$ cat src/audio_defines.svh
`ifndef AUDIO_DEFINES_SVH
`define AUDIO_DEFINES_SVH

// Channel count of the core.
`define NUM_CHANNELS 4

// Delta memory geometry.
`define MEM_ADDR_W 10
`define MEM_DEPTH 1024

// Clock cycles from an lrclk rise until leftOut and rightOut are stable.
// Input sampling, channel step and mixer register.
`define LRCLK_SETTLE_CYCLES 3

`endif
$ cat src/audioPkg.sv
`default_nettype none

package audioPkg;

    typedef logic signed [15:0] sample_t;
    typedef logic signed [11:0] delta_t;
    typedef logic [7:0] volume_t;        // 256 would be unity gain.
    typedef logic [23:0] position_t;
    typedef logic [31:0] sampleAddr_t;
    typedef logic [23:0] regData_t;
    typedef logic [1:0] channelIndex_t;

    typedef enum logic [3:0] {
        REG_NONE           = 4'd0,
        REG_START_ADDRESS  = 4'd1,
        REG_SAMPLE_COUNT   = 4'd2,
        REG_LOOP_START     = 4'd3,
        REG_LOOP_END       = 4'd4,
        REG_POSITION       = 4'd5,
        REG_LAST_SAMPLE    = 4'd6,
        REG_VOLUME         = 4'd7,
        REG_IS_LOOPING     = 4'd8,
        REG_IS_PLAYING     = 4'd9,
        REG_IS_MONO        = 4'd10,
        REG_IS_LEFT        = 4'd11
    } regSelect_t;

endpackage

`default_nettype wire

$ cat src/ChannelMixer.sv
`include "audio_defines.svh"
`timescale 1ns/1ns
`default_nettype none

module ChannelMixer (
    input  logic                      clk,
    input  logic                      rst,
    input  audioPkg::sample_t         channelSample [`NUM_CHANNELS],
    input  logic [`NUM_CHANNELS-1:0]  channelMono,
    input  logic [`NUM_CHANNELS-1:0]  channelLeft,
    output audioPkg::sample_t         leftOut,
    output audioPkg::sample_t         rightOut
);
    import audioPkg::*;

    // Enough headroom for every channel at full scale on one side.
    localparam int SumWidth = 16 + $clog2(`NUM_CHANNELS) + 1;

    logic signed [SumWidth-1:0] leftSum;
    logic signed [SumWidth-1:0] rightSum;

    function automatic sample_t saturate(input logic signed [SumWidth-1:0] sum);
        if (sum > 32767) begin
            return 16'sh7fff;
        end else if (sum < -32768) begin
            return 16'sh8000;
        end
        return sample_t'(sum);
    endfunction

    always_comb begin
        leftSum  = '0;
        rightSum = '0;
        for (int ch = 0; ch < `NUM_CHANNELS; ch++) begin
            if (channelMono[ch] || channelLeft[ch]) begin
                leftSum = leftSum + channelSample[ch];
            end
            if (channelMono[ch] || !channelLeft[ch]) begin
                rightSum = rightSum + channelSample[ch];
            end
        end
    end

    always_ff @(posedge clk) begin
        if (rst) begin
            leftOut  <= '0;
            rightOut <= '0;
        end else begin
            leftOut  <= saturate(leftSum);
            rightOut <= saturate(rightSum);
        end
    end

endmodule

`default_nettype wire

$ cat config.mk
export PLATFORM = sky130hd
export DESIGN_NAME = ChannelMixer
export DESIGN_NICKNAME = d
export VERILOG_FILES = /design/src/audioPkg.sv /design/src/ChannelMixer.sv
export VERILOG_INCLUDE_DIRS = /design/src
export SDC_FILE = /design/constraint.sdc
export NUM_CORES = 1
export LEC_CHECK = 0
export ABC_AREA = 0
export BUFFER_PORTS_ARGS = -buffer_cell sky130_fd_sc_hd__clkbuf_2
export CORE_MARGIN = 10
export CORE_UTILIZATION = 35
export DETAILED_ROUTE_END_ITERATION = 6
export PLACE_DENSITY = 0.62
export SYNTH_ARGS = -nofsm -noshare
export SYNTH_HDL_FRONTEND = slang
export SYNTH_SLANG_ARGS = --single-unit
$ cat constraint.sdc
create_clock -name clk -period 27.5 [get_ports clk]
set_clock_uncertainty 0.15 [all_clocks]
set_input_delay 5.5 -clock clk [delete_from_list [all_inputs] [get_ports clk]]
set_output_delay 5.5 -clock clk [all_outputs]
set_load 0.03 [all_outputs]
==> results.toml <==
[timing]
final.setup.worst_slack_ns = 14.60
tightest_slew_ns = 1.20
max_freq_ghz = 0.0775
slew_violations = 0
hold_ws_ns = 5.46
fin_crit_ns = 12.90
slew_headroom = 0.198
timing.final.crit_share = 0.469
setup_viol = 0
setup-tns-final_ns = 0
rsz0062_at_grt = "no"
finalHoldViolCount = 0

[synth]
ys_seq_area_frac = 0.0803
synth_top_family_by_area = "compound AO/OA/AOI/OAI gates"
synth.ff_latch_count = 32
avgSynthCellArea_sq_um = 7.12
synth.top_cell.area_share = 0.151
synth_area_leaders = "ha_1, dfxtp_1, a21oi_1"
synth.distinct_cells = 87
syn_inst = 1120
synth_top_cell_by_area = "ha_1"
synthMuxAreaShare = 0.0226
yosys_warnings = 0
yosys.area_share.xor_xnor = 0.0941
synth_compound_area_frac = 0.360
netlist_area_sq_um = 7970
synthSimpleGateAreaFrac = 0.220
synth-main-ff-cell = "dfxtp_1"
syn_nets = 1296
synth_fa_ha_area_frac = 0.168
synth_edf_count = 0
async_reset_ff_frac = 0

[placed_design]
gp_congestion = 0.960
io_buffer_count = 105
hpwl_microns = 22300
place_inst = 1462
pre_cts_slack_ns = 14.36

[worst_setup_path]
max_stage_delay_ns = 0.48
slowest_stage = "xnor3_2"
worstSetupPathType = "in -> reg"
cpMostUsedCell = "a21oi_1"
cp_max_fo = 40
endpoint_kind = "register"
cp-start-kind = "primary input"
cp.required_ns = 27.49
worstPathArrival_ns = 12.89

[clock_tree]
clkSlewWorstSetupHoldPaths_ns = 0.05
cts.sinks = 32
root_buffer = "clkbuf_16"
cts_made_buffers = 5
cts_max_level = 2
cts_tree = "built"
post_cts_resize_count = 0
cts_hold_buffers = 0
post_cts_buffers = 0
cts_buffer_depth = 2

[global_route]
antenna_found_initial = 0
grt_max_degree = 41
overflow = 0
grt_pass1_vias = 7585
grt_pass1_wl_microns = 40800
grt_usage = 0.175

[cells_and_area]
drive_above_1_share = 0.147
nets = 1360
ff_latch_area_sq_um = 641
multi_input_area_sq_um = 6890
fillCellCount = 2392
area_growth_syn_to_layout_pct = 9.82
final_cells = 1469
insertedDiodeCount = 0

[floorplanning]
dieArea_sq_um = 29200
rows = 55
die_width_microns = 171
core_area_sq_um = 22500
io_pins = 106
start_util = 0.354
die_h_microns = 171

[worst_hold_path]
hp-class = "in -> reg"

[drt]
finalWirelength_microns = 26700
antenna_left = 0
first_iter_violations = 815
vias = 8417
wl_per_cell_microns = 18.2
firstDrtPassIters = 5
viasPerCell = 5.73
drc = 0

[job]
maxCapViolCount = 0

[pwr]
peakVddDrop_mv = 0.0404
p_leak_uw = 0.00392
p_per_area_nw_per_um2 = 75.1
p_total_uw = 658

[status]
status = "finished, final reports clean"
## power by group
group	leakage (uW)	switching (uW)	total, uW	internal [uW]
Sequential	0.000268	5.61	74.2	68.6
Clock	0.0000760	17.6	55.4	37.8
Combinational	0.00358	323	528	205
## cell families after synthesis
logic type / Yosys count
flops: 32
simple gates: 359
compound gates: 431
buf+inv: 93
xor+xnor: 84
mux: 17
fa+ha+maj: 104
## critical path: cells and delay by family
kind                     cells  cell delay, ns
AO/OA/AOI/OAI               15            3.39
AND/OR/NAND/NOR              7            1.39
adder cells (fa/ha/maj)      4            1.25
XOR/XNOR                     3            0.72
buffers and inverters        3            0.32
multiplexers                 1            0.28
## registers in the layout, indices dropped and copies added (netlist names)
| register | flops |
|---|---|
| leftOut | 16 |
| rightOut | 16 |
## placed cells by master, fill, tap and decap left out, types with 6 or more instances in the layout
cell type and count:
a21oi_1 125, o31ai_1 8, o21ai_0 90, mux2i_1 9, o22ai_1 11, nand3_1 30
nand4_1 8, o31a_1 6, a31oi_1 15, or2_2 9, o21ai_2 9, o21bai_1 8
a31o_2 8, nor3_1 17, xor2_1 39, a21o_1 39, and2_1 32, ha_1 96
xnor2_1 44, mux2_2 8, a211o_1 7, fa_1 6, nor2b_1 13, o21a_1 18
inv_1 39, nand2b_1 25, clkbuf_2 105, a211oi_1 16, nor2_1 85, and3_1 6
nand2_1 108, o211ai_1 6, dfxtp_1 32
## layer usage
layer / part of all wire / GRT usage
met5: 0 / 0
met4: 0.023 / 0.0457
met3: 0.088 / 0.0283
met2: 0.43 / 0.267
met1: 0.46 / 0.247
## cell type report
cell class	count	share of cell area
well taps	285	0.0407
clock buffers	7	0.0174
inverters	40	0.0171
repair buffers	110	0.0643
flip-flops and latches	32	0.0732
multi-input cells	995	0.787
## final timing paths
check,startpoint,endpoint,slack (ns),cells after the start
worst max-delay path,channelMono[0],rightOut[8],14.60,33
worst min-delay path,rst,leftOut[15],5.46,2
## Yosys cell counts (16+ instances only)
cell type,number
a21oi_1,125
nand2_1,108
ha_1,96
o21ai_0,90
nor2_1,85
xnor2_1,44
a21o_1,39
inv_1,39
xor2_1,39
and2_1,32
dfxtp_1,32
nand3_1,30
clkbuf_1,26
nand2b_1,25
o21a_1,18
nor3_1,17
a211oi_1,16
## per-stage QoR
step / area (sq um) / utilization
floorplan: 7970 / -
global placement: 8600 / 0.382
detailed placement: 8600 / 0.382
CTS: 8760 / 0.389
global route: 8760 / 0.389
finish: 8760 / 0.389
No activity file was read; power rests on OpenSTA's default activity.
