$ cat src/audio_defines.svh
`ifndef AUDIO_DEFINES_SVH
`define AUDIO_DEFINES_SVH

// Channel count of the core.
`define NUM_CHANNELS 4

// Delta memory geometry.
`define MEM_ADDR_W 10
`define MEM_DEPTH 1024

// Clock cycles from an lrclk rise until leftOut and rightOut are stable.
// Input sampling, channel step and mixer register.
`define LRCLK_SETTLE_CYCLES 3

`endif
$ cat src/audioPkg.sv
`default_nettype none

package audioPkg;

    typedef logic signed [15:0] sample_t;
    typedef logic signed [11:0] delta_t;
    typedef logic [7:0] volume_t;        // 256 would be unity gain.
    typedef logic [23:0] position_t;
    typedef logic [31:0] sampleAddr_t;
    typedef logic [23:0] regData_t;
    typedef logic [1:0] channelIndex_t;

    typedef enum logic [3:0] {
        REG_NONE           = 4'd0,
        REG_START_ADDRESS  = 4'd1,
        REG_SAMPLE_COUNT   = 4'd2,
        REG_LOOP_START     = 4'd3,
        REG_LOOP_END       = 4'd4,
        REG_POSITION       = 4'd5,
        REG_LAST_SAMPLE    = 4'd6,
        REG_VOLUME         = 4'd7,
        REG_IS_LOOPING     = 4'd8,
        REG_IS_PLAYING     = 4'd9,
        REG_IS_MONO        = 4'd10,
        REG_IS_LEFT        = 4'd11
    } regSelect_t;

endpackage

`default_nettype wire

$ cat src/RegisterDecoder.sv
`include "audio_defines.svh"
`timescale 1ns/1ns
`default_nettype none

module RegisterDecoder (
    input  logic                     clk,
    input  logic                     rst,
    input  logic                     regWrite,
    input  audioPkg::channelIndex_t  regChannel,
    input  audioPkg::regSelect_t     regSelect,
    input  audioPkg::regData_t       regData,
    input  logic                     memWrite,
    input  logic [`MEM_ADDR_W-1:0]   memAddr,
    input  audioPkg::delta_t         memData,
    output audioPkg::regSelect_t     chanSelect [`NUM_CHANNELS],
    output audioPkg::regData_t       chanData,
    output logic                     memWriteEn,
    output logic [`MEM_ADDR_W-1:0]   memWriteAddr,
    output audioPkg::delta_t         memWriteData
);
    import audioPkg::*;

    always_ff @(posedge clk) begin
        for (int ch = 0; ch < `NUM_CHANNELS; ch++) begin
            if (rst || !regWrite || regChannel != channelIndex_t'(ch)) begin
                chanSelect[ch] <= REG_NONE;
            end else begin
                chanSelect[ch] <= regSelect;
            end
        end
        memWriteEn <= memWrite && !rst;
    end

    // Payload follows its strobe by one cycle.
    always_ff @(posedge clk) begin
        chanData     <= regData;
        memWriteAddr <= memAddr;
        memWriteData <= memData;
    end

endmodule

`default_nettype wire

$ cat config.mk
export PLATFORM = sky130hd
export DESIGN_NAME = RegisterDecoder
export DESIGN_NICKNAME = d
export VERILOG_FILES = /design/src/audioPkg.sv /design/src/RegisterDecoder.sv
export VERILOG_INCLUDE_DIRS = /design/src
export SDC_FILE = /design/constraint.sdc
export NUM_CORES = 1
export LEC_CHECK = 0
export BUFFER_PORTS_ARGS = -buffer_cell sky130_fd_sc_hd__buf_2
export CAP_MARGIN = 20
export CORE_ASPECT_RATIO = 0.6
export CORE_MARGIN = 2
export CORE_UTILIZATION = 39
export CTS_CLUSTER_DIAMETER = 200
export DETAILED_ROUTE_END_ITERATION = 7
export GPL_TIMING_DRIVEN = 0
export PLACE_DENSITY = 0.82
export SYNTH_ARGS = -nofsm -noshare
export SYNTH_HDL_FRONTEND = slang
export SYNTH_SLANG_ARGS = --single-unit
$ cat constraint.sdc
create_clock -name clk -period 1.2 [get_ports clk]
set_input_delay 0.06 -clock clk [delete_from_list [all_inputs] [get_ports clk]]
set_output_delay 0.06 -clock clk [all_outputs]
set_load 0.1 [all_outputs]
==> out/qor.csv, run 1 <==
stage;metric;value;unit
layout;drive_gt1_share;49.07;%
clock_tree;cts_setup_buffers;0;
clock_tree;cts_buffers;9;
setup_path;critPathBufInv;1;
synth;synth_seq_cells;63;
layout;final_util;82.15;%
grt;grt_antenna_before_repair;0;
min_path;worstHoldPathType;input pin to flop;
timing;period_share;98.17;%
power;power.density;1910;nW/um^2
clock_tree;h-tree-depth;3;
setup_path;arrival;1.12;ns
synth;synth_mux_area_share;0;%
layout;layout_commonest_cell;buf_2;
clock_tree;cts_tree;yes;
route;drc;0;
synth;synth_cells;87;
placement;gp_congestion;0.7747;
timing;clock.fmax;848.9;MHz
timing;slew_headroom;65.36;%
grt;grt_pass1_vias;1492;
layout;area_growth;98.00;%
timing;fin_hold_ws;0.07314;ns
placement;pre_cts_ws;0.4120;ns
setup_path;slowest_delay;0.44;ns
min_path;hp-start;regSelect[3];
power;combPwrFrac;20.4;%
grt;grt_overflow;0;
floorplan;die_w;80.76;um
setup_path;crit_fanout;1;
grt;grt_pass1_wl;9.156;mm
layout;fin_nets;322;
clock_tree;cts-root-buf;clkbuf_8;
synth;netlist_area;1379;um^2
synth;ys_warn_count;0;
floorplan;die_h;50.06;um
route;via_per_inst;4.510;
layout;diodes;0;
timing;finalSetupViolations;0;
placement;dp_hpwl;2.658;mm
clock_tree;ctsLongestPathBuffers;2;
synth;yosys.area.top_type;dfxtp_1;
power;switching_share;31.75;%
setup_path;required;1.14;ns
floorplan;rows;16;
synth;synth_area_leaders;dfxtp_1 (91%), nor2_1 (3.3%), nand3b_1 (2.2%);
placement;place.port_buffers;118;
power;p_seq_share;42.5;%
layout;most-common-layout-cells;buf_2 (116), dfxtp_1 (63), dlygate4sd3_1 (50);
setup_path;startpoint_type;flop;
setup_path;cp_top_family;buffers and inverters;
power;cellLeakagePower;1.365;nW
synth;synth_fa_ha_area_share;0;%
timing;tns;0;ns
floorplan;dieArea;4042;um^2
power;clock_power_share;37.1;%
power;p_int;3.559;mW
status;status;completed;
route;totalWireLength;6.469;mm
timing;slew_viol_final;0;
synth;syn_nets;143;
floorplan;initial_core_util;41.49;%
timing;layout_min_cycle_time;1.178;ns
route;routedWlPerCell;20.60;um
power;ir_drop;1.289;mV
clock_tree;cts.reportedPaths.clkPinSlew;0.07;ns
setup_path;cp_cell_sequence;buf_2;
setup_path;cp-startpoint;chanData[12]$_DFF_P_;
setup_path;cp_slowest_cell;buf_2;
setup_path;worstSetupPathType;flop to primary output;
grt;grt_use_total;33.27;%
job;maxCapViolations;0;
synth;synth_simple_gate_area_share;8.530;%
synth;yosysTopAreaCellShare;91.47;%
grt;grt_max_degree;11;
timing;worst_slew_pin_slew;0.5232;ns
timing;rsz0062_at_grt;false;
route;drt_iter0_drc;36;
route;dr_total_vias;1416;
floorplan;io_pins;119;
synth;post_synth.cell_area_avg;15.85;um^2
route;drtAntennaViolNets;0;
power;p_switching;1.656;mW
synth;yosys.area_share.xor_xnor;0;%
route;firstDrtPassIters;4;
timing;timing.final.ws_setup;0.02194;ns
synth;synth_compound_area_share;0;%
clock_tree;cts_sinks;63;
floorplan;core_region_area;3323;um^2
synth;synth.yosys.seq_area_share;91.47;%
setup_path;end_kind;primary output;
synth;synth.distinct_cells;7;
synth;synth_top_family_by_area;simple AND/OR/NAND/NOR gates;
timing;hold_violations;0;
-- worst paths after layout --
kind	cells past startpoint	endpoint	slack (ns)
max	1	chanData[12]	0.02
min	3	chanSelect[11]$_SDFF_PP0_	0.07
-- timing repair --
| action | 4_1_cts | 5_1_grt |
|---|---|---|
| endpoints found under the hold margin | 51 | 0 |
| endpoints found under the setup margin | 0 | 2 |
| hold buffers | 50 | 0 |
| resized for setup | 0 | 2 |
-- area by class of cell --
| cell class | instances | area [um^2] |
|---|---|---|
| sequential | 63 | 1261 |
| timing repair buffer | 168 | 1096 |
| fill | 157 | 593.1 |
| clock buffer | 9 | 123.9 |
| multi-input combinational | 24 | 117.6 |
| clock inverter | 5 | 75.07 |
| tap | 45 | 56.30 |
-- through the flow --
stage	cells	power [mW]	instance area [um^2]
after floorplan	87	2.952	1379
after global placement	250	3.130	2026
after detailed placement	250	3.141	2026
after CTS	314	5.102	2725
after global routing	314	5.327	2730
final	314	5.215	2730
-- state kept, by name, summed over array words and instances (netlist names) --
| signal | cells |
|---|---|
| chanData | 24 |
| chanSelect | 16 |
| memWriteData | 12 |
| memWriteAddr | 10 |
| memWriteEn | 1 |
-- cells in the mapped netlist --
master / number
nand3b_1: 4
dfxtp_1: 63
nand2b_1: 2
nor3_1: 4
nor2b_1: 1
nor2_1: 12
nand2_1: 1
-- metal layers --
layer | wire length (um) | vias up | track usage [%]
li1 | - | 630 | -
met1 | 2423 | 663 | 34.92
met2 | 3263 | 96 | 57.36
met3 | 531 | 27 | 13.37
met4 | 250 | 0 | 17.51
met5 | 0 | - | 0
-- power groups by stage --
stage | clock network [mW] | registers, mW | logic (mW)
2_1_floorplan | 0 | 2.93 | 0.0186
3_3_place_gp | 0 | 2.25 | 0.883
3_5_place_dp | 0 | 2.25 | 0.890
4_1_cts | 1.88 | 2.20 | 1.02
5_1_grt | 2.03 | 2.22 | 1.08
6_report | 1.93 | 2.22 | 1.06
-- cell families after synthesis --
| group | count (synthesis) |
|---|---|
| and+or+nand+nor | 24 |
| DFF | 63 |
No activity file was read; power rests on OpenSTA's default activity.
==> inputs of run 2 (changes only) <==
CTS_CLUSTER_DIAMETER = 30   (was 200)
HOLD_SLACK_MARGIN = 0.06   (was default)
MAX_ROUTING_LAYER = met4   (was default)
==> out/qor.csv, run 2 (synthesis results as in run 1) <==
stage;metric;value;unit
timing;finalSetupViolations;0;
clock_tree;cts_sinks;63;
route;firstDrtPassIters;5;
setup_path;cp_slowest_cell;buf_2;
setup_path;startpoint_type;flop;
clock_tree;cts_tree;yes;
timing;clock.fmax;839.9;MHz
power;power.density;1912;nW/um^2
setup_path;required;1.14;ns
floorplan;initial_core_util;41.49;%
clock_tree;cts_buffers;9;
timing;layout_min_cycle_time;1.191;ns
grt;grt_antenna_before_repair;0;
layout;most-common-layout-cells;buf_2 (116), dfxtp_1 (63), dlygate4sd3_1 (50);
layout;fin_nets;322;
layout;top_register;chanData;
route;dr_total_vias;1454;
grt;grt_pass1_wl;9.177;mm
power;clock_power_share;37.2;%
power;p_seq_share;42.5;%
floorplan;dieArea;4042;um^2
setup_path;worstSetupPathType;flop to primary output;
power;p_switching;1.661;mW
setup_path;cp_cell_sequence;buf_2;
timing;worst_slew_pin_slew;0.5217;ns
timing;slew_headroom;65.46;%
clock_tree;cts.reportedPaths.clkPinSlew;0.07;ns
setup_path;worst-path-stages;1;
layout;post-route-cell-area;2730;um^2
clock_tree;h-tree-depth;3;
placement;place.port_buffers;118;
placement;gp_congestion;0.7853;
floorplan;core_region_area;3323;um^2
route;drtAntennaViolNets;0;
clock_tree;cts-root-buf;clkbuf_8;
layout;layout_commonest_cell;buf_2;
setup_path;end_kind;primary output;
timing;period_share;99.21;%
floorplan;rows;16;
setup_path;cp-startpoint;chanData[12]$_DFF_P_;
floorplan;die_h;50.06;um
route;routedWlPerCell;20.62;um
setup_path;critPathBufInv;1;
floorplan;io_pins;119;
power;power;5.220;mW
route;drc;0;
min_path;worstHoldPathType;input pin to flop;
route;drt_iter0_drc;41;
layout;drive_gt1_share;49.07;%
floorplan;die_w;80.76;um
power;p_int;3.559;mW
timing;hold_violations;0;
power;cellLeakagePower;1.365;nW
placement;dp_hpwl;2.658;mm
setup_path;slowest_delay;0.45;ns
timing;tns;0;ns
power;combPwrFrac;20.4;%
layout;reg_top3;chanData: 24 flops, chanSelect: 16 flops, memWriteData: 12 flops;
layout;largest_reg_flops;24;
power;ir_drop;1.297;mV
clock_tree;ctsLongestPathBuffers;2;
job;maxCapViolations;0;
grt;grt_max_degree;11;
clock_tree;cts_setup_buffers;0;
route;via_per_inst;4.631;
setup_path;arrival;1.13;ns
route;totalWireLength;6.474;mm
grt;grt_pass1_vias;1484;
placement;placed_cell_area;2026;um^2
grt;grt_overflow;0;
layout;area_growth;98.00;%
grt;grt_use_total;34.29;%
timing;slew_viol_final;0;
status;status;completed;
setup_path;crit_path_end;chanData[12];
setup_path;cp_top_family;buffers and inverters;
setup_path;crit_fanout;1;
layout;diodes;0;
power;switching_share;31.82;%
timing;rsz0062_at_grt;false;
[run 2: cell counts in the layout (fill, tap and decap cells not counted)]
No cell type changed its count.
[run 2: worst min-delay path by stage]
| stage | startpoint | endpoint | cells past startpoint |
|---|---|---|---|
| global route | regSelect[3] | chanSelect[11]$_SDFF_PP0_ | 3 |
| finish | regSelect[3] | chanSelect[11]$_SDFF_PP0_ | 3 |
| CTS | regSelect[3] | chanSelect[11]$_SDFF_PP0_ | 3 |
| detailed placement | memData[2] | memWriteData[2]$_DFF_P_ | 1 |
| floorplan | regData[0] | chanData[0]$_DFF_P_ | 0 |
| global placement | regData[1] | chanData[1]$_DFF_P_ | 1 |
[run 2: through the flow]
| step | cells | setup slack [ns] | hold WS (ns) | utilization, % |
|---|---|---|---|---|
| global route | 314 | 0.005092 | 0.09710 | 82.15 |
| global placement | 250 | 0.4111 | 0.1621 | 60.96 |
| finish | 314 | 0.009425 | 0.07037 | 82.15 |
| floorplan | 87 | 0.2310 | 0.08772 | - |
| CTS | 314 | 0.05840 | 0.06630 | 82.00 |
| detailed placement | 250 | 0.4120 | 0.1637 | 60.96 |
[run 2: power groups by stage]
stage	Clock, mW	Sequential [mW]	Combinational, mW
finish	1.94	2.22	1.06
global route	2.03	2.22	1.08
CTS	1.88	2.20	1.02
detailed placement	0	2.25	0.890
global placement	0	2.25	0.883
floorplan	0	2.93	0.0186
[run 2: layout make-up]
class / count / area [um^2]
clock inverters: 5 / 75.07
repair buffers: 168 / 1096
multi-input cells: 24 / 117.6
well taps: 45 / 56.30
clock buffers: 9 / 123.9
fillers: 157 / 593.1
flip-flops and latches: 63 / 1261
[run 2: repair_timing]
item	CTS	global route
hold buffers	50	0
gates resized for setup	0	2
endpoints found under the setup margin	0	2
hold endpoints to repair	51	0
[run 2: routing by layer]
layer | global-route usage, % | wire, um | vias to the layer above
met1 | 35.38 | 2413 | 680
li1 | - | - | 630
met4 | 16.38 | 262 | 0
met5 | - | 0 | -
met2 | 57.92 | 3257 | 105
met3 | 13.00 | 541 | 39
