[config.mk]
export PLATFORM = sky130hd
export DESIGN_NAME = Channel
export DESIGN_NICKNAME = d
export VERILOG_FILES = /design/src/audio_defines.svh /design/src/audioPkg.sv /design/src/Channel.sv
export SDC_FILE = /design/constraint.sdc
export NUM_CORES = 1
export LEC_CHECK = 0
export ABC_AREA = 1
export BUFFER_PORTS_ARGS = -buffer_cell sky130_fd_sc_hd__buf_2
export CORE_AREA = 2 2 137 273
export DETAILED_ROUTE_END_ITERATION = 6
export DIE_AREA = 0 0 139 275
export PLACE_DENSITY = 0.68
export SLEW_MARGIN = 20
export SYNTH_ARGS = -nofsm -noshare
export SYNTH_HDL_FRONTEND = slang
export SYNTH_SLANG_ARGS = --single-unit
[constraint.sdc]
create_clock -name clk -period 15.3 [get_ports clk]
set_clock_uncertainty 0.2 [all_clocks]
set_input_delay 0.765 -clock clk [delete_from_list [all_inputs] [get_ports clk]]
set_output_delay 0.765 -clock clk [all_outputs]
set_load 0.01 [all_outputs]
[src/audio_defines.svh]
`ifndef AUDIO_DEFINES_SVH
`define AUDIO_DEFINES_SVH

// Channel count of the core.
`define NUM_CHANNELS 4

// Delta memory geometry.
`define MEM_ADDR_W 10
`define MEM_DEPTH 1024

// Clock cycles from an lrclk rise until leftOut and rightOut are stable.
// Input sampling, channel step and mixer register.
`define LRCLK_SETTLE_CYCLES 3

`endif
[src/audioPkg.sv]
`default_nettype none

package audioPkg;

    typedef logic signed [15:0] sample_t;
    typedef logic signed [11:0] delta_t;
    typedef logic [7:0] volume_t;        // 256 would be unity gain.
    typedef logic [23:0] position_t;
    typedef logic [31:0] sampleAddr_t;
    typedef logic [23:0] regData_t;
    typedef logic [1:0] channelIndex_t;

    typedef enum logic [3:0] {
        REG_NONE           = 4'd0,
        REG_START_ADDRESS  = 4'd1,
        REG_SAMPLE_COUNT   = 4'd2,
        REG_LOOP_START     = 4'd3,
        REG_LOOP_END       = 4'd4,
        REG_POSITION       = 4'd5,
        REG_LAST_SAMPLE    = 4'd6,
        REG_VOLUME         = 4'd7,
        REG_IS_LOOPING     = 4'd8,
        REG_IS_PLAYING     = 4'd9,
        REG_IS_MONO        = 4'd10,
        REG_IS_LEFT        = 4'd11
    } regSelect_t;

endpackage

`default_nettype wire

[src/Channel.sv]
`timescale 1ns/1ns
`default_nettype none

module Channel (
    input  logic                  clk,
    input  logic                  rst,
    input  logic                  lrclk,
    input  audioPkg::regSelect_t  regSelect,
    input  audioPkg::regData_t    regData,
    input  audioPkg::delta_t      sampleDelta,
    output audioPkg::sample_t     sampleOut,
    output audioPkg::sampleAddr_t sampleAddress,
    output logic                  isMono,
    output logic                  isLeft
);
    import audioPkg::*;

    sampleAddr_t startAddress;
    position_t   sampleCount;
    position_t   loopStart;
    position_t   loopEnd;
    sample_t     loopStartSample;
    volume_t     volume;

    position_t   position;
    sample_t     lastSample;
    logic        isLooping;
    logic        isPlaying;

    logic        lrclkSampled;
    logic        lrclkPrev;
    logic        lrclkRise;

    position_t          positionPlus1;
    position_t          nextPosition;
    logic               loopWrap;
    logic signed [16:0] deltaScaled;
    logic signed [16:0] sampleSum;
    sample_t            sumSaturated;
    sample_t            nextSample;
    logic signed [24:0] scaledSample;

    // Stereo data is interleaved left/right, so a stereo frame spans two words.
    assign sampleAddress = isMono ? startAddress + sampleAddr_t'(position) + 32'd1
                         : isLeft ? startAddress + {7'd0, position, 1'b0} + 32'd2
                         :          startAddress + {7'd0, position, 1'b0} + 32'd3;

    assign lrclkRise = lrclkSampled && !lrclkPrev;

    assign positionPlus1 = position + 24'd1;
    assign loopWrap      = isLooping && (positionPlus1 >= loopEnd);
    assign nextPosition  = loopWrap ? loopStart : positionPlus1;

    assign deltaScaled = {{4{sampleDelta[11]}}, sampleDelta, 1'b0};  // 2 * delta.
    assign sampleSum   = {lastSample[15], lastSample} + deltaScaled;

    always_comb begin
        if (sampleSum[16] != sampleSum[15]) begin
            sumSaturated = sampleSum[16] ? 16'sh8000 : 16'sh7fff;
        end else begin
            sumSaturated = sampleSum[15:0];
        end
    end

    assign nextSample = loopWrap ? loopStartSample : sumSaturated;

    // Gain is volume/256, which always fits back into 16 bits.
    assign scaledSample = lastSample * $signed({1'b0, volume});
    assign sampleOut    = isPlaying ? sample_t'(scaledSample[23:8]) : '0;

    always_ff @(posedge clk) begin
        if (rst) begin
            lrclkSampled <= 1'b0;
            lrclkPrev    <= 1'b0;
        end else begin
            lrclkSampled <= lrclk;
            lrclkPrev    <= lrclkSampled;
        end
    end

    always_ff @(posedge clk) begin
        if (rst) begin
            position   <= '0;
            lastSample <= '0;
            isPlaying  <= 1'b0;
            isLooping  <= 1'b0;
            isMono     <= 1'b0;
            isLeft     <= 1'b0;
        end else begin
            if (lrclkRise && isPlaying) begin
                position   <= nextPosition;
                lastSample <= nextSample;
            end
            case (regSelect)
                REG_POSITION:    position   <= regData;            // Host wins over stepping.
                REG_LAST_SAMPLE: lastSample <= sample_t'(regData[15:0]);
                REG_IS_LOOPING:  isLooping  <= regData[0];
                REG_IS_PLAYING:  isPlaying  <= regData[0];
                REG_IS_MONO:     isMono     <= regData[0];
                REG_IS_LEFT:     isLeft     <= regData[0];
                default: ;
            endcase
            if (position >= sampleCount) begin
                isPlaying <= 1'b0;                                  // End of sample.
            end
        end
    end

    always_ff @(posedge clk) begin
        case (regSelect)
            REG_START_ADDRESS: startAddress <= sampleAddr_t'(regData);
            REG_SAMPLE_COUNT:  sampleCount  <= regData;
            REG_LOOP_START:    loopStart    <= regData;
            REG_LOOP_END:      loopEnd      <= regData;
            REG_VOLUME:        volume       <= regData[7:0];
            default: ;
        endcase
        if (position == loopStart) begin
            loopStartSample <= lastSample;                          // Restart value for loops.
        end
    end

endmodule

`default_nettype wire

==> results of run 1 <==
[placed cells by master (no fill, tap or decap), types with 24 or more instances in the layout]
cell type	instances
a21oi_1	160
buf_2	86
dfxtp_1	46
edfxtp_1	120
fa_1	102
ha_1	158
inv_1	534
nand2_1	651
nand3_1	146
nand4_1	46
nor2_1	135
nor3_1	24
o21ai_0	93
xor2_1	32
[registers in the layout, indices dropped and copies added, names as in the netlist]
register,count
isMono,1
position,24
lastSample,16
startAddress,24
loopStart,24
isLooping,1
isLeft,1
isPlaying,1
volume,8
loopEnd,24
loopStartSample,16
lrclkSampled,1
sampleCount,24
lrclkPrev,1
[stage by stage]
step	util	worst slack (ps)	hold WS (ps)	cell area, µm²	power [W]
detailed placement	0.517	9430	236	18700	0.000713
CTS	0.533	8930	255	19300	0.00113
global placement	0.517	9510	231	18700	0.000710
floorplan	-	9750	206	17900	0.000649
global route	0.533	8500	298	19300	0.00118
finish	0.533	8880	252	19300	0.00113
[worst min-delay path, cell delays in order, from the launching register on]
cell	delay (ps)
dfxtp_1	310
inv_1	70
nor2_1	40
[area by class of cell]
cell class | instances | area (µm²)
Fill cell | 3611 | 16900
Timing Repair Buffer | 96 | 505
Sequential cell | 166 | 4520
Tap cell | 454 | 568
Multi-Input combinational cell | 1733 | 11100
Clock inverter | 15 | 163
Clock buffer | 17 | 425
Inverter | 538 | 2020
[worst min-delay path by stage]
stage                                     startpoint                            to  slack [ps]
after detailed placement     lrclkSampled$_SDFF_PP0_          lrclkPrev$_SDFF_PP0_         240
final                        lrclkSampled$_SDFF_PP0_          lrclkPrev$_SDFF_PP0_         250
after global routing         lrclkSampled$_SDFF_PP0_          lrclkPrev$_SDFF_PP0_         300
after CTS                    lrclkSampled$_SDFF_PP0_          lrclkPrev$_SDFF_PP0_         250
after floorplan           lastSample[0]$_SDFFE_PP0P_  loopStartSample[0]$_DFFE_PN_         210
after global placement       lrclkSampled$_SDFF_PP0_          lrclkPrev$_SDFF_PP0_         230
[layer usage]
metal / global-route usage / vias up
met5: 0 / -
met4: 0.0819 / 0
met3: 0.0279 / 98
met2: 0.442 / 580
met1: 0.348 / 7498
li1: - / 8022
[cells by family after synthesis]
family                     Yosys count
AOI/OAI and AO/OA                  326
xor gates and xnor gates            58
adders and majority gates          260
buffers and inverters              614
DFF                                166
other                                1
and+or+nand+nor                   1083
[power by group through the flow]
stage	Clock, W	Sequential (W)	Combinational, W
floorplan	0	0.000509	0.000141
global placement	0	0.000519	0.000191
detailed placement	0	0.000519	0.000193
CTS	0.000429	0.000509	0.000195
global route	0.000446	0.000511	0.000222
finish	0.000427	0.000509	0.000195
==> results.sh, run 1 <==
export IMPL_critPathMaxStageDelay_ps=750
export IMPL_synth_area_um2=17900
export IMPL_rsz0062_at_grt="false"
export IMPL_reg2reg_from="position[0]$_SDFFE_PP0P_"
export IMPL_vias_per_cell=5.37
export IMPL_cpMaxStageDelayCell="edfxtp_1"
export IMPL_vias=16198
export IMPL_cp_cell_sequence="nand2_1, fa_1, inv_1, fa_1, fa_1, inv_1, fa_1, inv_1, ha_1, a21oi_1, o21ai_0, a211oi_1, o21ai_0, nand2_1, nand3_1, nand2_1, nor2_1, buf_2"
export IMPL_antenna_found_initial=0
export IMPL_core_um2=36200
export IMPL_synthSimpleGateAreaFrac=0.263
export IMPL_path_class="flip-flop to output port"
export IMPL_cts_resized=0
export IMPL_vdd_drop_max_mv=0.0738
export IMPL_firstDrtPassIters=5
export IMPL_final_cell_count_no_fill=3019
export IMPL_placed_cells=2987
export IMPL_wl_met3_um=3070
export IMPL_internal_power_w=0.000777
export IMPL_grt_pass1_wl_um=79500
export IMPL_ys_top_cells_by_area="edfxtp_1 20%, nand2_1 14%, fa_1 11%, inv_1 11%, ha_1 11%"
export IMPL_comb_power_share=0.173
export IMPL_routed_wl_um=49500
export IMPL_io_pins=93
export IMPL_rrSetupSlack_ps=10410
export IMPL_numCtsBuffers=17
export IMPL_ys_types=58
export IMPL_synth_edf_count=120
export IMPL_avgSynthCellArea_um2=7.14
export IMPL_cp_num_buf_inv=4
export IMPL_synth_top_area_share=0.201
export IMPL_worst_pin_slew_ps=1110
export IMPL_power_leakage_nw=10.1
export IMPL_clk_latency_ps=440
export IMPL_grt_start_max_net_pins=59
export IMPL_ant_nets=0
export IMPL_yosysTopAreaCell="edfxtp_1"
export IMPL_p_seq_frac=0.450
export IMPL_cts_tree="done"
export IMPL_synth_compound_area_share=0.0997
export IMPL_maxCapViolations=0
export IMPL_p_sw_frac=0.313
export IMPL_min_path_cells=2
export IMPL_path_common_cell="fa_1"
export IMPL_startpoint_type="flip-flop"
export IMPL_wl_met1_um=21700
export IMPL_final_setup_tns_ps=0
export IMPL_critPathArrivalTime_ps=5450
export IMPL_power_frac_clock=0.377
export IMPL_clockRootBuffer="clkbuf_16"
export IMPL_finalCritPeriodShare=0.420
export IMPL_synth_async_reset_ratio=0
export IMPL_slew_viol_final=0
export IMPL_finalSetupViolCount=0
export IMPL_endpoint="sampleOut[11]"
export IMPL_clkSinkCount=166
export IMPL_critical_path_startpoint="volume[4]$_DFFE_PN_"
export IMPL_ys_seq_area_frac=0.253
export IMPL_synth_most_common_cell="nand2_1"
export IMPL_wl_met2_um=23300
export IMPL_die_w_um=139
export IMPL_synthFlopType="edfxtp_1"
export IMPL_ys_top_cells_by_count="651 x nand2_1, 534 x inv_1, 160 x a21oi_1"
export IMPL_wl_per_cell_um=16.4
export IMPL_synth_xor_area_frac=0.0302
export IMPL_crit_family="adder cells"
export IMPL_cts_max_level=4
export IMPL_finalHoldViolCount=0
export IMPL_ctsHoldBuffers=0
export IMPL_start_util=0.495
export IMPL_overflow=0
export IMPL_postSynthCellCount=2508
export IMPL_status="finished, final reports clean"
export IMPL_ys_warn_count=0
export IMPL_cts_buffer_depth=2
export IMPL_drcViolationCount=0
export IMPL_nNetsFinal=2855
export IMPL_area_delta_synth_final_pct=7.73
export IMPL_grt_usage=0.259
export IMPL_dp_hpwl_um=38900
export IMPL_clk_pin_slew_ps=80
export IMPL_cts_setup_buffers=0
export IMPL_ys_ff_latch=166
export IMPL_hp_class="flip-flop to flip-flop"
export IMPL_top_layer="met4"
export IMPL_cp_depth=18
export IMPL_period_needed_ps=6420
export IMPL_synth_adder_area_share=0.224
export IMPL_portBuffers=86
export IMPL_drt_initial_drc_count=1532
export IMPL_grt_pass1_vias=15391
export IMPL_end_kind="output port"
export IMPL_die_area_um2=38200
export IMPL_relSlewSlack=0.261
export IMPL_r2r_end="lastSample[15]$_SDFFE_PP0P_"
export IMPL_muxShareOfSynthArea=0
export IMPL_gp_congestion=0.942
export IMPL_rows=99
export IMPL_cp_required_ps=14340
export IMPL_timing_fmax_mhz=156
export IMPL_reg2reg_depth=17
export IMPL_worstPathMaxFanout=16
export IMPL_synth_top_family_by_area="simple AND/OR/NAND/NOR gates"
export IMPL_diodes=0
export IMPL_switchingPower_w=0.000354
export IMPL_die_h_um=275
export IMPL_layout_drive_gt1_share=0.0764
export IMPL_p_per_area_nw_per_um2=58.6
No activity file was read; power rests on OpenSTA's default activity.
==> run 2, diff against run 1 <==
--- a/config.mk
+++ b/config.mk
@@ -10,7 +10,7 @@
 export CORE_AREA = 2 2 137 273
 export DETAILED_ROUTE_END_ITERATION = 6
 export DIE_AREA = 0 0 139 275
-export PLACE_DENSITY = 0.68
+export PLACE_DENSITY = 0.7
 export SLEW_MARGIN = 20
 export SYNTH_ARGS = -nofsm -noshare
 export SYNTH_HDL_FRONTEND = slang
==> constraint.sdc (replaced) <==
create_clock -name clk -period 5.2 [get_ports clk]
set_clock_uncertainty 0.2 [all_clocks]
set_input_delay 0.26 -clock clk [delete_from_list [all_inputs] [get_ports clk]]
set_output_delay 0.26 -clock clk [all_outputs]
set_load 0.01 [all_outputs]
==> run 2 against run 1 <==
The flow now finishes with violations (setup timing). Total power increased to 3.1 times the previous value. Sequential share of layout area decreased by 1.7 points. Critical path depth unchanged.
==> results.sh, run 2 (synthesis gave the netlist of run 1 again) <==
export IMPL_rsz0062_at_grt="true"
export IMPL_r2r_end="position[1]$_SDFFE_PP0P_"
export IMPL_path_class="flip-flop to output port"
export IMPL_startpoint_type="flip-flop"
export IMPL_die_h_um=275
export IMPL_wl_met1_um=22300
export IMPL_critPathArrivalTime_ps=4790
export IMPL_power_leakage_nw=10.7
export IMPL_finalHoldViolCount=0
export IMPL_diodes=0
export IMPL_layout_common_cells="619 x nand2_1, 507 x inv_1, 147 x a21oi_1"
export IMPL_cts_tree="done"
export IMPL_failed_checks="setup timing"
export IMPL_portBuffers=86
export IMPL_clk_pin_slew_ps=60
export IMPL_core_um2=36200
export IMPL_multi_input_area_um2=11600
export IMPL_finalSetupViolCount=5
export IMPL_ant_nets=0
export IMPL_worstPathMaxFanout=5
export IMPL_nNetsFinal=2962
export IMPL_clk_latency_ps=440
export IMPL_setup_slack_ps=-52.7
export IMPL_period_needed_ps=5250
export IMPL_dp_hpwl_um=40100
export IMPL_grt_start_max_net_pins=47
export IMPL_p_per_area_nw_per_um2=170
export IMPL_vias=16723
export IMPL_reg2reg_depth=20
export IMPL_timing_fmax_mhz=190
export IMPL_grt_usage=0.271
export IMPL_drcViolationCount=0
export IMPL_seqCellArea_um2=4530
export IMPL_clockRootBuffer="clkbuf_16"
export IMPL_clkSinkCount=166
export IMPL_die_area_um2=38200
export IMPL_cp_required_ps=4740
export IMPL_maxCapViolations=0
export IMPL_power_w=0.00355
export IMPL_io_pins=93
export IMPL_numCtsBuffers=17
export IMPL_finalCritPeriodShare=1.01
export IMPL_rrSetupSlack_ps=500
export IMPL_postLayoutCellArea_um2=20800
export IMPL_cts_max_level=4
export IMPL_wl_met3_um=3400
export IMPL_reg2reg_from="position[6]$_SDFFE_PP0P_"
export IMPL_worst_pin_slew_ps=1020
export IMPL_antenna_found_initial=0
export IMPL_area_delta_synth_final_pct=16.3
export IMPL_layout_drive_gt1_share=0.147
export IMPL_wl_per_cell_um=16.6
export IMPL_gp_congestion=0.968
export IMPL_final_common_cell="nand2_1"
export IMPL_hp_start="regSelect[2]"
export IMPL_vdd_drop_max_mv=0.270
export IMPL_drt_initial_drc_count=1591
export IMPL_die_w_um=139
export IMPL_hp_class="input port to flip-flop"
export IMPL_wl_met2_um=25000
export IMPL_routed_wl_um=52000
export IMPL_cts_buffer_depth=2
export IMPL_min_path_cells=4
export IMPL_status="finished with violations"
export IMPL_fin_util=0.576
export IMPL_placed_cell_area_um2=19000
export IMPL_pre_cts_ws_ps=72.6
export IMPL_rows=99
export IMPL_relSlewSlack=0.322
export IMPL_start_util=0.495
export IMPL_slew_viol_final=0
export IMPL_worst_hold_path_endpoint="isPlaying$_SDFFE_PP0N_"
export IMPL_grt_pass1_vias=15852
export IMPL_grt_pass1_wl_um=83200
export IMPL_vias_per_cell=5.35
export IMPL_top_layer="met4"
export IMPL_overflow=0
export IMPL_final_fill_count=3432
export IMPL_end_kind="output port"
export IMPL_firstDrtPassIters=6
[run 2: cell count changes in the layout (fill, tap and decap cells not counted), moves of 8 or more]
| cell | delta |
|---|---|
| nand2_1 | -32 |
| buf_4 | +66 |
| buf_6 | +12 |
| nor2_1 | -9 |
| a21oi_2 | +8 |
| inv_1 | -27 |
| inv_2 | +25 |
| dlygate4sd3_1 | +28 |
| ha_4 | +17 |
| ha_1 | -17 |
| o21ai_0 | -11 |
| a21oi_1 | -13 |
| nand2_2 | +26 |
[run 2: worst max-delay path by stage]
stage / from / end / depth (start not counted)
after floorplan: volume[5]$_DFFE_PN_ / sampleOut[11] / 18
after global placement: volume[2]$_DFFE_PN_ / sampleOut[11] / 18
after detailed placement: volume[0]$_DFFE_PN_ / sampleOut[14] / 18
after CTS: volume[4]$_DFFE_PN_ / sampleOut[15] / 20
after global routing: volume[5]$_DFFE_PN_ / sampleOut[11] / 21
final: volume[5]$_DFFE_PN_ / sampleOut[15] / 18
[run 2: what timing repair did]
| item | 4_1_cts | 5_1_grt |
|---|---|---|
| gates resized for setup | 83 | 82 |
| pin swaps | 40 | 35 |
| buffers inserted | 32 | 6 |
| setup endpoints to repair | 13 | 15 |
| hold endpoints to repair | 113 | 0 |
| hold buffers | 28 | 0 |
[run 2: metrics by stage]
stage	setup TNS, ps	hold slack [ps]	std cells
2_1_floorplan	0	159	2513
3_3_place_gp	0	239	3028
3_5_place_dp	0	237	3028
4_1_cts	-46.0	5.21	3120
5_1_grt	-2160	61.5	3126
6_report	-170	18.0	3126
[run 2: routing by layer]
layer  global-route usage  vias up
met5                    0        -
met4               0.0768        0
met3               0.0367       92
met2                0.461      583
met1                0.364     7796
li1                     -     8252
[run 2: worst max-delay path, stage by stage (launching register included)]
cell and delay [ps]:
edfxtp_1 470, buf_6 170, nand2_2 60, fa_1 580, inv_2 40, fa_1 460, fa_1 540, inv_1 50
fa_1 550, inv_2 50, ha_4 260, a21oi_2 180, buf_4 150, nand2_1 60, a21oi_1 190, o221a_2 230
a21oi_1 70, nor2_1 110, buf_2 130
[run 2: where the power goes]
group / internal [W] / switching (W)
sequential: 0.00145 / 0.0000336
combinational: 0.000250 / 0.000431
clock: 0.000846 / 0.000536
[run 2: final cells by class]
type	instances	share of cell area
well taps	454	0.0273
repair buffers	203	0.0682
clock inverters	11	0.00823
flip-flops and latches	166	0.217
inverters	538	0.0972
clock buffers	21	0.0226
multi-input cells	1733	0.559
